`config.mk`:
```
export PLATFORM = sky130hd
export DESIGN_NAME = cart_front
export DESIGN_NICKNAME = d
export VERILOG_FILES = /design/src/common/cart_pkg.sv /design/src/common/rom_mem_if.sv /design/src/source/cart_front.sv /design/src/source/rom_arbiter.sv /design/src/loader/rom_loader.sv /design/src/loader/region_select.sv /design/src/loader/header_scanner.sv
export VERILOG_INCLUDE_DIRS = /design/src /design/src/common
export SDC_FILE = /design/constraint.sdc
export NUM_CORES = 1
export LEC_CHECK = 0
export BUFFER_PORTS_ARGS = -buffer_cell sky130_fd_sc_hd__clkbuf_2
export CORE_MARGIN = 2
export CORE_UTILIZATION = 50
export DETAILED_ROUTE_END_ITERATION = 7
export PLACE_DENSITY = 0.71
export SETUP_SLACK_MARGIN = 0.2
export SYNTH_ARGS = -nofsm -noshare
export SYNTH_HDL_FRONTEND = slang
export SYNTH_SLANG_ARGS = --single-unit
```
`constraint.sdc`:
```
create_clock -name clk_sys -period 6.8 [get_ports clk_sys]
set_input_delay 1.36 -clock clk_sys [delete_from_list [all_inputs] [get_ports clk_sys]]
set_output_delay 1.36 -clock clk_sys [all_outputs]
set_load 0.01 [all_outputs]
```
`src/common/cart_config.svh`:
```
// Cartridge loader configuration
`ifndef CART_CONFIG_SVH
`define CART_CONFIG_SVH

// ROM word address width
`define ROM_AW 24

// Host byte address width
`define HOST_AW 25

// Cartridge serial field, byte addresses
`define HDR_ID_FIRST 'h182
`define HDR_ID_LAST  'h18A
`define HDR_ID_DONE  'h18C // Serial complete, table lookup here

// Region letters
`define HDR_REGION_A 'h1F0
`define HDR_REGION_B 'h1F2

// Header fully received
`define HDR_END 'h200

// Region after reset, US
`define DEFAULT_REGION 1

`endif
```
`src/common/cart_pkg.sv`:
```
// Cartridge front end types

`include "cart_config.svh"

package cart_pkg;

	// Console region codes
	typedef enum logic [1:0] {
		REGION_JP = 2'd0,
		REGION_US = 2'd1,
		REGION_EU = 2'd2
	} region_t;

	// Region priority orders, first entry wins
	typedef enum logic [1:0] {
		PRIO_US_EU_JP = 2'd0,
		PRIO_EU_US_JP = 2'd1,
		PRIO_US_JP_EU = 2'd2,
		PRIO_JP_US_EU = 2'd3
	} region_prio_t;

	typedef struct packed {
		logic j; // Japan seen in header
		logic u; // USA
		logic e; // Europe
	} hdr_flags_t;

	// Per-game quirk flags
	typedef struct packed {
		logic sram;
		logic eeprom;
		logic noram;
		logic fifo;
		logic svp;
		logic fmbusy;
	} quirk_t;

	typedef logic [15:0]         rom_word_t;
	typedef logic [`ROM_AW-1:0]  rom_addr_t; // Word address

endpackage

```
`src/common/rom_mem_if.sv`:
```
// ROM memory port
`timescale 1ns/1ps

interface rom_mem_if;
	import cart_pkg::*;

	rom_addr_t addr;
	rom_word_t wdata;
	rom_word_t rdata;
	logic      we;
	logic      req;   // Toggles to start a request
	logic      ack;   // Equals req when done

	modport requester (
		output addr, wdata, we, req,
		input  rdata, ack
	);

	modport server (
		input  addr, wdata, we, req,
		output rdata, ack
	);

endinterface

```
`src/source/cart_front.sv`:
```
// Cartridge loading front end
`timescale 1ns/1ps

`include "cart_config.svh"

module cart_front (
	input  logic                   clk_sys,
	input  logic                   RESET,
	input  logic                   cart_download,
	input  logic                   ioctl_wr,
	input  logic [`HOST_AW-1:0]    ioctl_addr,
	input  cart_pkg::rom_word_t    ioctl_data,
	input  logic                   auto_region,
	input  cart_pkg::region_prio_t region_prio,
	input  cart_pkg::rom_addr_t    rom_addr,
	input  logic                   rom_req,
	input  logic                   mem_ack,
	input  cart_pkg::rom_word_t    mem_rdata,
	output logic                   ioctl_wait,
	output logic [`HOST_AW-1:0]    rom_size,
	output cart_pkg::rom_word_t    rom_data,
	output logic                   rom_ack,
	output cart_pkg::region_t      region_req,
	output logic                   region_set,
	output cart_pkg::quirk_t       quirks,
	output cart_pkg::rom_addr_t    mem_addr,
	output cart_pkg::rom_word_t    mem_wdata,
	output logic                   mem_we,
	output logic                   mem_req
);

	cart_pkg::hdr_flags_t hdr_flags;
	logic                 hdr_ready;

	rom_mem_if ldr_bus ();
	rom_mem_if con_bus ();
	rom_mem_if mem_bus ();

	// Console read port, never writes
	assign con_bus.addr  = rom_addr;
	assign con_bus.wdata = '0;
	assign con_bus.we    = 1'b0;
	assign con_bus.req   = rom_req;
	assign rom_data      = con_bus.rdata;
	assign rom_ack       = con_bus.ack;

	// External memory
	assign mem_addr      = mem_bus.addr;
	assign mem_wdata     = mem_bus.wdata;
	assign mem_we        = mem_bus.we;
	assign mem_req       = mem_bus.req;
	assign mem_bus.ack   = mem_ack;
	assign mem_bus.rdata = mem_rdata;

	header_scanner u_header_scanner (.*);

	region_select u_region_select (.*);

	rom_loader u_rom_loader (.*, .mem(ldr_bus.requester));

	rom_arbiter u_rom_arbiter (
		.clk_sys (clk_sys),
		.RESET   (RESET),
		.ldr     (ldr_bus.server),
		.con     (con_bus.server),
		.mem     (mem_bus.requester)
	);

endmodule

```
`src/source/rom_arbiter.sv`:
```
// ROM memory arbiter
`timescale 1ns/1ps

module rom_arbiter (
	input  logic         clk_sys,
	input  logic         RESET,
	rom_mem_if.server    ldr,
	rom_mem_if.server    con,
	rom_mem_if.requester mem
);

	logic busy;       // One request in flight to memory
	logic grant_con;  // Current owner, console when set
	logic ldr_pend;
	logic con_pend;
	logic mem_done;
	logic start_ldr;
	logic start_con;

	assign ldr_pend  = ldr.req != ldr.ack;
	assign con_pend  = con.req != con.ack;
	assign mem_done  = busy && (mem.req == mem.ack);
	assign start_ldr = !busy && ldr_pend;              // Loader has priority
	assign start_con = !busy && !ldr_pend && con_pend;

	////////////////////////////////////////////////////
	// Grant and handshake control

	always_ff @(posedge clk_sys) begin
		if (RESET) begin
			busy      <= 1'b0;
			grant_con <= 1'b0;
			mem.req   <= 1'b0;
			ldr.ack   <= 1'b0;
			con.ack   <= 1'b0;
		end else if (start_ldr || start_con) begin
			busy      <= 1'b1;
			grant_con <= start_con;
			mem.req   <= ~mem.req;
		end else if (mem_done) begin
			busy <= 1'b0;
			if (grant_con) con.ack <= con.req;
			else ldr.ack <= ldr.req;
		end
	end

	////////////////////////////////////////////////////
	// Request copy and read return

	always_ff @(posedge clk_sys) begin
		if (start_ldr) begin
			mem.addr  <= ldr.addr;
			mem.wdata <= ldr.wdata;
			mem.we    <= ldr.we;
		end else if (start_con) begin
			mem.addr  <= con.addr;
			mem.wdata <= con.wdata;
			mem.we    <= con.we;
		end
		if (mem_done) begin
			if (grant_con) con.rdata <= mem.rdata;
			else ldr.rdata <= mem.rdata;
		end
	end

endmodule

```
`src/loader/rom_loader.sv`:
```
// Host download to ROM writer
`timescale 1ns/1ps

`include "cart_config.svh"

module rom_loader (
	input  logic                clk_sys,
	input  logic                RESET,
	input  logic                cart_download,
	input  logic                ioctl_wr,
	input  logic [`HOST_AW-1:0] ioctl_addr,
	input  cart_pkg::rom_word_t ioctl_data,
	output logic                ioctl_wait,
	output logic [`HOST_AW-1:0] rom_size,
	rom_mem_if.requester        mem
);

	logic dl_q;

	assign mem.we = 1'b1; // Loader only ever writes

	always_ff @(posedge clk_sys) begin
		if (RESET) begin
			dl_q       <= 1'b0;
			ioctl_wait <= 1'b0;
			mem.req    <= 1'b0;
			rom_size   <= '0;
		end else begin
			dl_q <= cart_download;
			if (dl_q && !cart_download) rom_size <= ioctl_addr; // Last byte address
			if (cart_download && ioctl_wr) begin
				ioctl_wait <= 1'b1; // Hold host until stored
				mem.req    <= ~mem.req;
			end else if (ioctl_wait && mem.req == mem.ack) begin
				ioctl_wait <= 1'b0;
			end
		end
	end

	// Word address and byte-swapped data
	always_ff @(posedge clk_sys) begin
		if (cart_download && ioctl_wr) begin
			mem.addr  <= ioctl_addr[`HOST_AW-1:1];
			mem.wdata <= {ioctl_data[7:0], ioctl_data[15:8]};
		end
	end

endmodule

```
`src/loader/region_select.sv`:
```
// Console region selection
`timescale 1ns/1ps

`include "cart_config.svh"

module region_select (
	input  logic                   clk_sys,
	input  logic                   RESET,
	input  logic                   hdr_ready,
	input  cart_pkg::hdr_flags_t   hdr_flags,
	input  logic                   auto_region,
	input  cart_pkg::region_prio_t region_prio,
	output cart_pkg::region_t      region_req,
	output logic                   region_set
);
	import cart_pkg::*;

	logic ready_q;

	function automatic logic region_seen(hdr_flags_t f, region_t r);
		case (r)
			REGION_JP: return f.j;
			REGION_US: return f.u;
			REGION_EU: return f.e;
			default:   return 1'b0;
		endcase
	endfunction

	// First flagged region in the order, else the order's head
	function automatic region_t pick_region(hdr_flags_t f, region_prio_t p);
		region_t order [3];
		region_t res;
		int i;
		case (p)
			PRIO_US_EU_JP: order = '{REGION_US, REGION_EU, REGION_JP};
			PRIO_EU_US_JP: order = '{REGION_EU, REGION_US, REGION_JP};
			PRIO_US_JP_EU: order = '{REGION_US, REGION_JP, REGION_EU};
			default:       order = '{REGION_JP, REGION_US, REGION_EU};
		endcase
		res = order[0];
		for (i = 2; i >= 0; i--) begin
			if (region_seen(f, order[i])) res = order[i]; // Lowest index wins
		end
		return res;
	endfunction

	always_ff @(posedge clk_sys) begin
		if (RESET) begin
			ready_q    <= 1'b0;
			region_req <= region_t'(`DEFAULT_REGION);
			region_set <= 1'b0;
		end else begin
			ready_q    <= hdr_ready;
			region_set <= 1'b0; // Single-cycle strobe
			if (hdr_ready && !ready_q && auto_region) begin
				region_req <= pick_region(hdr_flags, region_prio);
				region_set <= 1'b1;
			end
		end
	end

endmodule

```
`src/loader/header_scanner.sv`:
```
// Cartridge header scanner
`timescale 1ns/1ps

`include "cart_config.svh"

module header_scanner (
	input  logic                 clk_sys,
	input  logic                 RESET,
	input  logic                 cart_download,
	input  logic                 ioctl_wr,
	input  logic [`HOST_AW-1:0]  ioctl_addr,
	input  cart_pkg::rom_word_t  ioctl_data,
	output cart_pkg::hdr_flags_t hdr_flags,
	output logic                 hdr_ready,
	output cart_pkg::quirk_t     quirks
);
	import cart_pkg::*;

	logic       dl_q;
	logic       wr_en;
	logic       dl_rise;
	logic       dl_fall;
	logic [7:0] lo_byte;
	logic [3:0] hex_rgn;
	logic [63:0] cart_id;  // Serial, first character in the top byte
	hdr_flags_t flags_nxt;

	assign wr_en   = cart_download & ioctl_wr;
	assign dl_rise = cart_download & ~dl_q;
	assign dl_fall = ~cart_download & dl_q;
	assign lo_byte = ioctl_data[7:0];
	assign hex_rgn = lo_byte[3:0] - 4'd7; // 'A'..'F' mapped onto 10..15

	function automatic hdr_flags_t mark_letter(hdr_flags_t f, logic [7:0] c);
		if (c == "J") f.j = 1'b1;
		else if (c == "U") f.u = 1'b1;
		else if (c == "E") f.e = 1'b1;
		return f;
	endfunction

	////////////////////////////////////////////////////
	// Region field decode

	always_comb begin
		flags_nxt = hdr_flags;
		if (ioctl_addr == `HDR_REGION_A) begin
			if (lo_byte == "J" || lo_byte == "U" || lo_byte == "E") begin
				flags_nxt = mark_letter(flags_nxt, lo_byte);
			end else if (lo_byte >= "0" && lo_byte <= "9") begin
				flags_nxt.e = lo_byte[3]; // New style bitmask code
				flags_nxt.u = lo_byte[2];
				flags_nxt.j = lo_byte[0];
			end else if (lo_byte >= "A" && lo_byte <= "F") begin
				flags_nxt.e = hex_rgn[3];
				flags_nxt.u = hex_rgn[2];
				flags_nxt.j = hex_rgn[0];
			end
			flags_nxt = mark_letter(flags_nxt, ioctl_data[15:8]);
		end
		if (ioctl_addr == `HDR_REGION_B)
			flags_nxt = mark_letter(flags_nxt, lo_byte);
	end

	always_ff @(posedge clk_sys) begin
		if (RESET) begin
			dl_q      <= 1'b0;
			hdr_flags <= '0;
			hdr_ready <= 1'b0;
		end else begin
			dl_q <= cart_download;
			if (dl_rise) hdr_flags <= '0;            // New image
			else if (wr_en) hdr_flags <= flags_nxt;
			if (dl_fall) hdr_ready <= 1'b0;
			else if (wr_en && ioctl_addr == `HDR_END) hdr_ready <= 1'b1;
		end
	end

	////////////////////////////////////////////////////
	// Serial capture and quirk table

	always_ff @(posedge clk_sys) begin
		if (wr_en) begin
			case (ioctl_addr)
				`HDR_ID_FIRST:     cart_id[63:56] <= ioctl_data[15:8];
				`HDR_ID_FIRST + 2: cart_id[55:40] <= {ioctl_data[7:0], ioctl_data[15:8]};
				`HDR_ID_FIRST + 4: cart_id[39:24] <= {ioctl_data[7:0], ioctl_data[15:8]};
				`HDR_ID_FIRST + 6: cart_id[23:8]  <= {ioctl_data[7:0], ioctl_data[15:8]};
				`HDR_ID_LAST:      cart_id[7:0]   <= ioctl_data[7:0];
				default:           cart_id        <= cart_id;
			endcase
		end
	end

	always_ff @(posedge clk_sys) begin
		if (RESET || dl_rise) begin
			quirks <= '0;
		end else if (wr_en && ioctl_addr == `HDR_ID_DONE) begin
			if (cart_id == "T-081276") quirks.sram <= 1'b1;        // Battery save
			else if (cart_id == "MK-1215 ") quirks.eeprom <= 1'b1; // Serial EEPROM save
			else if (cart_id == "T-113016") quirks.noram <= 1'b1;  // Fails on RAM present
			else if (cart_id == "T-89016 ") quirks.fifo <= 1'b1;
			else if (cart_id == "MK-1229 ") quirks.svp <= 1'b1;
			else if (cart_id == "T-35036 ") quirks.fmbusy <= 1'b1;
		end
	end

endmodule

```
==> results.py, run 1 <==
metrics = {
    "worst_setup_path": {
        "required_ps": 6890,
        "critical_path_arrival_ps": 3260,
        "endpoint_kind": "flop",
        "reg2reg_to": "u_rom_arbiter.mem.addr[7]$_DFFE_PP_",
        "max_stage_delay_ps": 970,
        "reg2reg_setup_slack_ps": 4550,
        "worstSetupPathType": "primary input to flop",
        "crit_path_max_fanout": 16,
        "reg2reg_from": "u_rom_loader.mem.req$_SDFFE_PP0P_",
        "cpMaxStageDelayCell": "nor2_1",
        "cp-start-kind": "primary input",
        "rr_worst_depth": 3,
        "cp_cell_sequence": "clkbuf_2 > nor4_1 > and3_1 > nand3_1 > nor2_1",
    },
    "yosys": {
        "yosys-top-cells-count": "edfxtp_1 (160), nand2_1 (75), dfxtp_1 (48), a21oi_1 (36), nor2_1 (26)",
        "synth.distinct_cells": 63,
        "yosys_warnings": 0,
        "yosys-top-cells-area": "edfxtp_1 (62%), dfxtp_1 (12%), nand2_1 (3.6%), mux2_1 (3.5%), a21oi_1 (2.3%)",
        "synth-seq-cells": 208,
        "syn-cell-area_sq_mm": 0.00780,
        "synth_edf_count": 160,
        "synth_area_leader_cell": "edfxtp_1",
        "ys_async_sr_fraction_pct": 0,
        "synth.most_common_cell": "edfxtp_1",
        "syn_avg_cell_area_sq_um": 14.6,
        "synth_cells": 536,
        "synth_seq_area_share_pct": 73.9,
        "synthesis.nets": 626,
        "yosysTopAreaCellShare_pct": 61.6,
        "dominantRegCellSynth": "edfxtp_1",
    },
    "grt": {
        "grt_pass1_vias": 5084,
        "grt-ovfl-total": 0,
        "grt_max_degree": 42,
        "grt_pass1_wl_mm": 26.4,
        "grt_use_total_pct": 20.5,
        "antenna_found_initial": 0,
    },
    "clock_network": {
        "cts.clk_slew.worst_paths_ps": 60,
        "cts_setup_buffers": 0,
        "cts.sinks": 208,
        "cts_buffer_depth": 3,
        "cts_tree": "built",
        "cts_buffers": 21,
        "root_buffer": "clkbuf_16",
        "cts.htree.levels": 1,
        "clkLatencyLatePin_ps": 500,
        "hold_buffers": 0,
        "cts_resized": 0,
    },
    "die": {
        "die_area_sq_mm": 0.0166,
        "core_area_sq_mm": 0.0152,
        "num_rows": 45,
        "dieWidth_um": 129,
        "die_h_um": 129,
        "io_pins": 184,
        "start_util_pct": 51.3,
    },
    "routing": {
        "vias_per_cell": 5.51,
        "drt_first_iter_violations": 374,
        "via_count": 5134,
        "drcViolationCount": 0,
        "wl_mm": 17.2,
        "ant_nets": 0,
        "firstDrtPassIters": 5,
        "wire_per_inst_um": 18.4,
    },
    "finish": {
        "ff_latch_area_sq_mm": 0.00577,
        "multi_input_area_sq_mm": 0.00195,
        "finalNonFillerCells": 932,
        "n_antenna_cell": 0,
        "syn_to_final_growth_pct": 23.1,
        "drive_gt1_share_pct": 31.6,
        "num-fill-cells": 1139,
        "final_util_pct": 63.2,
        "layout.nets": 819,
    },
    "min_path": {
        "min_to": "u_rom_loader.rom_size[7]$_SDFFE_PP0P_",
        "whs_path_depth": 2,
        "hold_path_class": "flop to flop",
        "min_from": "u_rom_loader.rom_size[7]$_SDFFE_PP0P_",
    },
    "pwr": {
        "leakagePower_nw": 3.60,
        "p_per_area_mw_per_mm2": 297,
        "vdd_drop_max_mv": 0.236,
    },
    "timing": {
        "setup_viol_count_final": 0,
        "tns_ps": 0,
        "final_hold_viol_count": 0,
        "drv_slew": 0,
        "post-route-period-util_pct": 46.7,
        "rsz0062_at_grt": "false",
        "skew_ps": 26.7,
        "relSlewSlack_pct": 17.1,
        "fmax_mhz": 315,
        "fin_crit_ps": 3170,
        "whs_ps": 455,
        "worst_pin_slew_ps": 1240,
        "finalWorstSetupSlack_ps": 3630,
    },
    "placement": {
        "gp_congestion": 0.829,
        "dp.cells": 894,
        "dp_hpwl_mm": 12.2,
        "io_buffers": 183,
        "dp_slack_ps": 3150,
    },
    "status": {
        "status": "completed",
    },
    "run": {
        "cap_violations": 0,
    },
}
[per-layer routing]
metal / global-route usage, % / routed length (um)
met1: 27.1 / 6880
met2: 34.2 / 8570
met3: 3.33 / 1160
met4: 8.12 / 559
met5: 0 / 0
[through the flow]
step,total power [W],cell area [sq um]
2_1_floorplan,0.00162,7800
3_3_place_gp,0.00173,8910
3_5_place_dp,0.00174,8910
4_1_cts,0.00287,9600
5_1_grt,0.00295,9600
6_report,0.00285,9600
[worst max path at each step]
stage                                                  end            from  slack (ps)  cells past startpoint
finish              u_header_scanner.cart_id[37]$_DFFE_PP_   ioctl_addr[0]        3630                      5
global route        u_header_scanner.cart_id[37]$_DFFE_PP_   ioctl_addr[0]        3440                      5
CTS                 u_header_scanner.cart_id[27]$_DFFE_PP_   ioctl_addr[0]        3630                      5
detailed placement  u_header_scanner.cart_id[30]$_DFFE_PP_   ioctl_addr[0]        3150                      5
global placement    u_header_scanner.cart_id[26]$_DFFE_PP_   ioctl_addr[0]        3260                      5
floorplan           u_header_scanner.cart_id[10]$_DFFE_PP_  ioctl_addr[20]        3260                      5
[worst max-delay path, delay by kind of cell]
family                 cells  cell delay [ps]
AND/OR/NAND/NOR            4             1780
buffers and inverters      1              110
[registers in the layout, summed over array words and instances (netlist names), 2 cells and up]
signal	flops
u_header_scanner.cart_id	64
u_rom_loader.rom_size	25
u_rom_arbiter.mem.addr	24
u_rom_loader.mem.addr	24
u_rom_arbiter.con.rdata	16
u_rom_arbiter.mem.wdata	16
u_rom_loader.mem.wdata	16
u_header_scanner.quirks	6
u_header_scanner.hdr_flags	3
u_region_select.region_req	2
[cell type report]
class / count / area share, %
timing repair buffer: 185 / 9.70
clock buffer: 28 / 6.18
sequential: 208 / 60.0
tap: 188 / 2.45
inverter: 8 / 0.313
multi-input combinational: 305 / 20.3
clock inverter: 10 / 1.04
[cell usage in the layout (no fill, tap or decap), drive strengths merged, types with 8 or more instances in the layout]
cell type,n
nand2,75
inv,9
a21oi,36
nand3,10
dfxtp,48
clkbuf,211
nor4,9
mux2,24
and2,18
edfxtp,160
nor4bb,8
nor2,27
nor4b,9
nor3,10
[power by group]
| group | internal, W | total, W | switching [W] |
|---|---|---|---|
| Combinational | 0.0000849 | 0.000230 | 0.000145 |
| Clock | 0.000689 | 0.00114 | 0.000447 |
| Sequential | 0.00146 | 0.00148 | 0.0000244 |
[logic make-up after synthesis]
| logic type | Yosys count | synth area share, % |
|---|---|---|
| AO/OA/AOI/OAI | 68 | 5.34 |
| multiplexers | 25 | 3.59 |
| flip-flops | 208 | 73.9 |
| buffers and inverters | 23 | 1.36 |
| AND/OR/NAND/NOR | 207 | 15.2 |
| XOR/XNOR | 5 | 0.561 |
Power figures use the tool's default switching activity.
==> run 2, diff against run 1 <==
clock period = 3.3 ns   (was 6.8 ns; I/O delays follow)
==> run 2 against run 1 <==
Compared with the run above:
- utilization is 0.76 points higher
- sequential share of layout area down 0.71 points
- cell count grew 0.32%
- sequential cell count is the same
- routed wire length shrank 0.73%
- non-clock buffer count rose by 5
- critical path type unchanged
==> results.py, run 2 (synthesis gave the netlist of run 1 again) <==
metrics = {
    "status": {
        "status": "completed",
    },
    "clock_network": {
        "clkLatencyLatePin_ps": 480,
        "cts_setup_buffers": 0,
        "cts_buffers": 21,
        "hold_buffers": 0,
        "cts_tree": "built",
        "root_buffer": "clkbuf_16",
        "cts.sinks": 208,
        "cts.htree.levels": 1,
        "cts.clk_slew.worst_paths_ps": 60,
        "cts_buffer_depth": 3,
        "cts_resized": 0,
    },
    "min_path": {
        "whs_path_depth": 1,
        "hold_path_class": "primary input to flop",
        "min_from": "mem_rdata[13]",
        "min_to": "u_rom_arbiter.con.rdata[13]$_DFFE_PP_",
    },
    "placement": {
        "dp_hpwl_mm": 12.0,
        "io_buffers": 183,
        "gp_congestion": 0.843,
        "dp.cells": 899,
    },
    "worst_setup_path": {
        "max_stage_delay_ps": 600,
        "rr_worst_depth": 5,
        "cp_cell_sequence": "clkbuf_2 > nor4_2 > and3_1 > and4b_1 > and2_1",
        "reg2reg_setup_slack_ps": 1180,
        "reg2reg_from": "u_header_scanner.cart_id[39]$_DFFE_PP_",
        "critical_path_arrival_ps": 2300,
        "crit_path_max_fanout": 16,
        "cp-start-kind": "primary input",
        "cpMaxStageDelayCell": "and2_1",
        "worst-path-buf-inv": 1,
        "reg2reg_to": "u_header_scanner.quirks[4]$_SDFFE_PP0P_",
        "path_delay_family": "simple AND/OR/NAND/NOR gates",
        "required_ps": 3410,
        "endpoint_kind": "flop",
        "worstSetupPathType": "primary input to flop",
    },
    "routing": {
        "vias_per_cell": 5.39,
        "wire_per_inst_um": 18.2,
        "firstDrtPassIters": 5,
        "ant_nets": 0,
        "drt_first_iter_violations": 407,
        "wl_mm": 17.0,
        "drcViolationCount": 0,
        "via_count": 5044,
    },
    "pwr": {
        "power.switching_w": 0.00127,
        "switching_share_pct": 21.0,
        "p_int_w": 0.00479,
        "leakagePower_nw": 3.66,
        "vdd_drop_max_mv": 0.359,
        "p_comb_share_pct": 8.0,
        "p_per_area_mw_per_mm2": 624,
        "clkPwrFrac_pct": 41.7,
        "p_seq_share_pct": 50.3,
    },
    "grt": {
        "antenna_found_initial": 0,
        "grt_use_total_pct": 20.4,
        "grt_max_degree": 40,
        "grt-ovfl-total": 0,
        "grt_pass1_vias": 5093,
        "grt_pass1_wl_mm": 26.2,
    },
    "timing": {
        "setup_viol_count_final": 0,
        "worst_pin_slew_ps": 1080,
        "drv_slew": 0,
        "skew_ps": 9.11,
        "tns_ps": 0,
        "rsz0062_at_grt": "false",
        "final_hold_viol_count": 0,
        "post-route-period-util_pct": 66.4,
        "fin_crit_ps": 2190,
        "relSlewSlack_pct": 28.2,
        "fmax_mhz": 457,
    },
    "finish": {
        "drive_gt1_share_pct": 32.0,
        "largest-register": "u_header_scanner.cart_id",
        "largest_reg_flops": 64,
        "layout_commonest_cell": "clkbuf_2",
        "reg.largest.list": "u_header_scanner.cart_id x64, u_rom_loader.rom_size x25",
        "n_antenna_cell": 0,
        "num-fill-cells": 1124,
        "mostFrequentLayoutCells": "clkbuf_2 (183), edfxtp_1 (160), nand2_1 (74), dfxtp_1 (48), a21oi_1 (36)",
        "layout.nets": 824,
        "syn_to_final_growth_pct": 24.6,
        "finalNonFillerCells": 935,
    },
    "die": {
        "num_rows": 45,
        "dieWidth_um": 129,
        "io_pins": 184,
        "die_h_um": 129,
        "core_area_sq_mm": 0.0152,
        "die_area_sq_mm": 0.0166,
        "start_util_pct": 51.3,
    },
    "run": {
        "cap_violations": 0,
    },
}
## run 2: changes by cell type in the layout (fill, tap and decap cells not counted)
cell,change
clkbuf_8,-1
clkinv_1,-1
buf_4,+3
clkbuf_16,+1
buf_12,+2
bufinv_16,+2
clkinv_2,-3
## run 2: layout make-up
type | count | area, sq um | share of cell area (%)
Clock buffer | 28 | 604 | 6.22
Inverter | 8 | 30.0 | 0.309
Multi-Input combinational cell | 305 | 1950 | 20.0
Clock inverter | 8 | 141 | 1.46
Sequential cell | 208 | 5770 | 59.3
Timing Repair Buffer | 190 | 993 | 10.2
Tap cell | 188 | 235 | 2.42
## run 2: power by group through the flow
stage | clock network, W | logic [W] | registers (W)
after floorplan | 0 | 0.000174 | 0.00316
after global placement | 0 | 0.000480 | 0.00310
after detailed placement | 0 | 0.000491 | 0.00311
after CTS | 0.00257 | 0.000493 | 0.00305
after global routing | 0.00268 | 0.000534 | 0.00306
final | 0.00252 | 0.000488 | 0.00305
## run 2: per-layer routing
layer / wire length, um / vias to the layer above / track usage (%)
met2: 8400 / 205 / 34.3
met5: 0 / - / 0
li1: - / 2407 / -
met4: 424 / 0 / 7.23
met3: 1170 / 35 / 3.24
met1: 7060 / 2397 / 27.1
## run 2: worst max path at each step
stage	from	endpoint	slack, ps	cells after the start
2_1_floorplan	ioctl_addr[20]	u_header_scanner.cart_id[10]$_DFFE_PP_	460	5
5_1_grt	u_header_scanner.cart_id[33]$_DFFE_PP_	u_header_scanner.quirks[4]$_SDFFE_PP0P_	1010	5
3_3_place_gp	ioctl_addr[10]	u_header_scanner.cart_id[47]$_DFFE_PP_	690	5
6_report	ioctl_addr[10]	u_header_scanner.cart_id[45]$_DFFE_PP_	1110	5
3_5_place_dp	ioctl_addr[10]	u_header_scanner.cart_id[46]$_DFFE_PP_	630	5
4_1_cts	ioctl_addr[10]	u_header_scanner.cart_id[45]$_DFFE_PP_	1140	5
## run 2: through the flow
stage	cell area (sq um)	hold slack [ps]	utilization [%]	power, W	worst slack (ps)
finish	9720	350	63.9	0.00606	1110
global route	9720	335	63.9	0.00628	1010
CTS	9720	332	63.9	0.00611	1140
detailed placement	8970	447	59.0	0.00360	630
global placement	8970	436	59.0	0.00358	685
floorplan	7800	460	-	0.00333	464
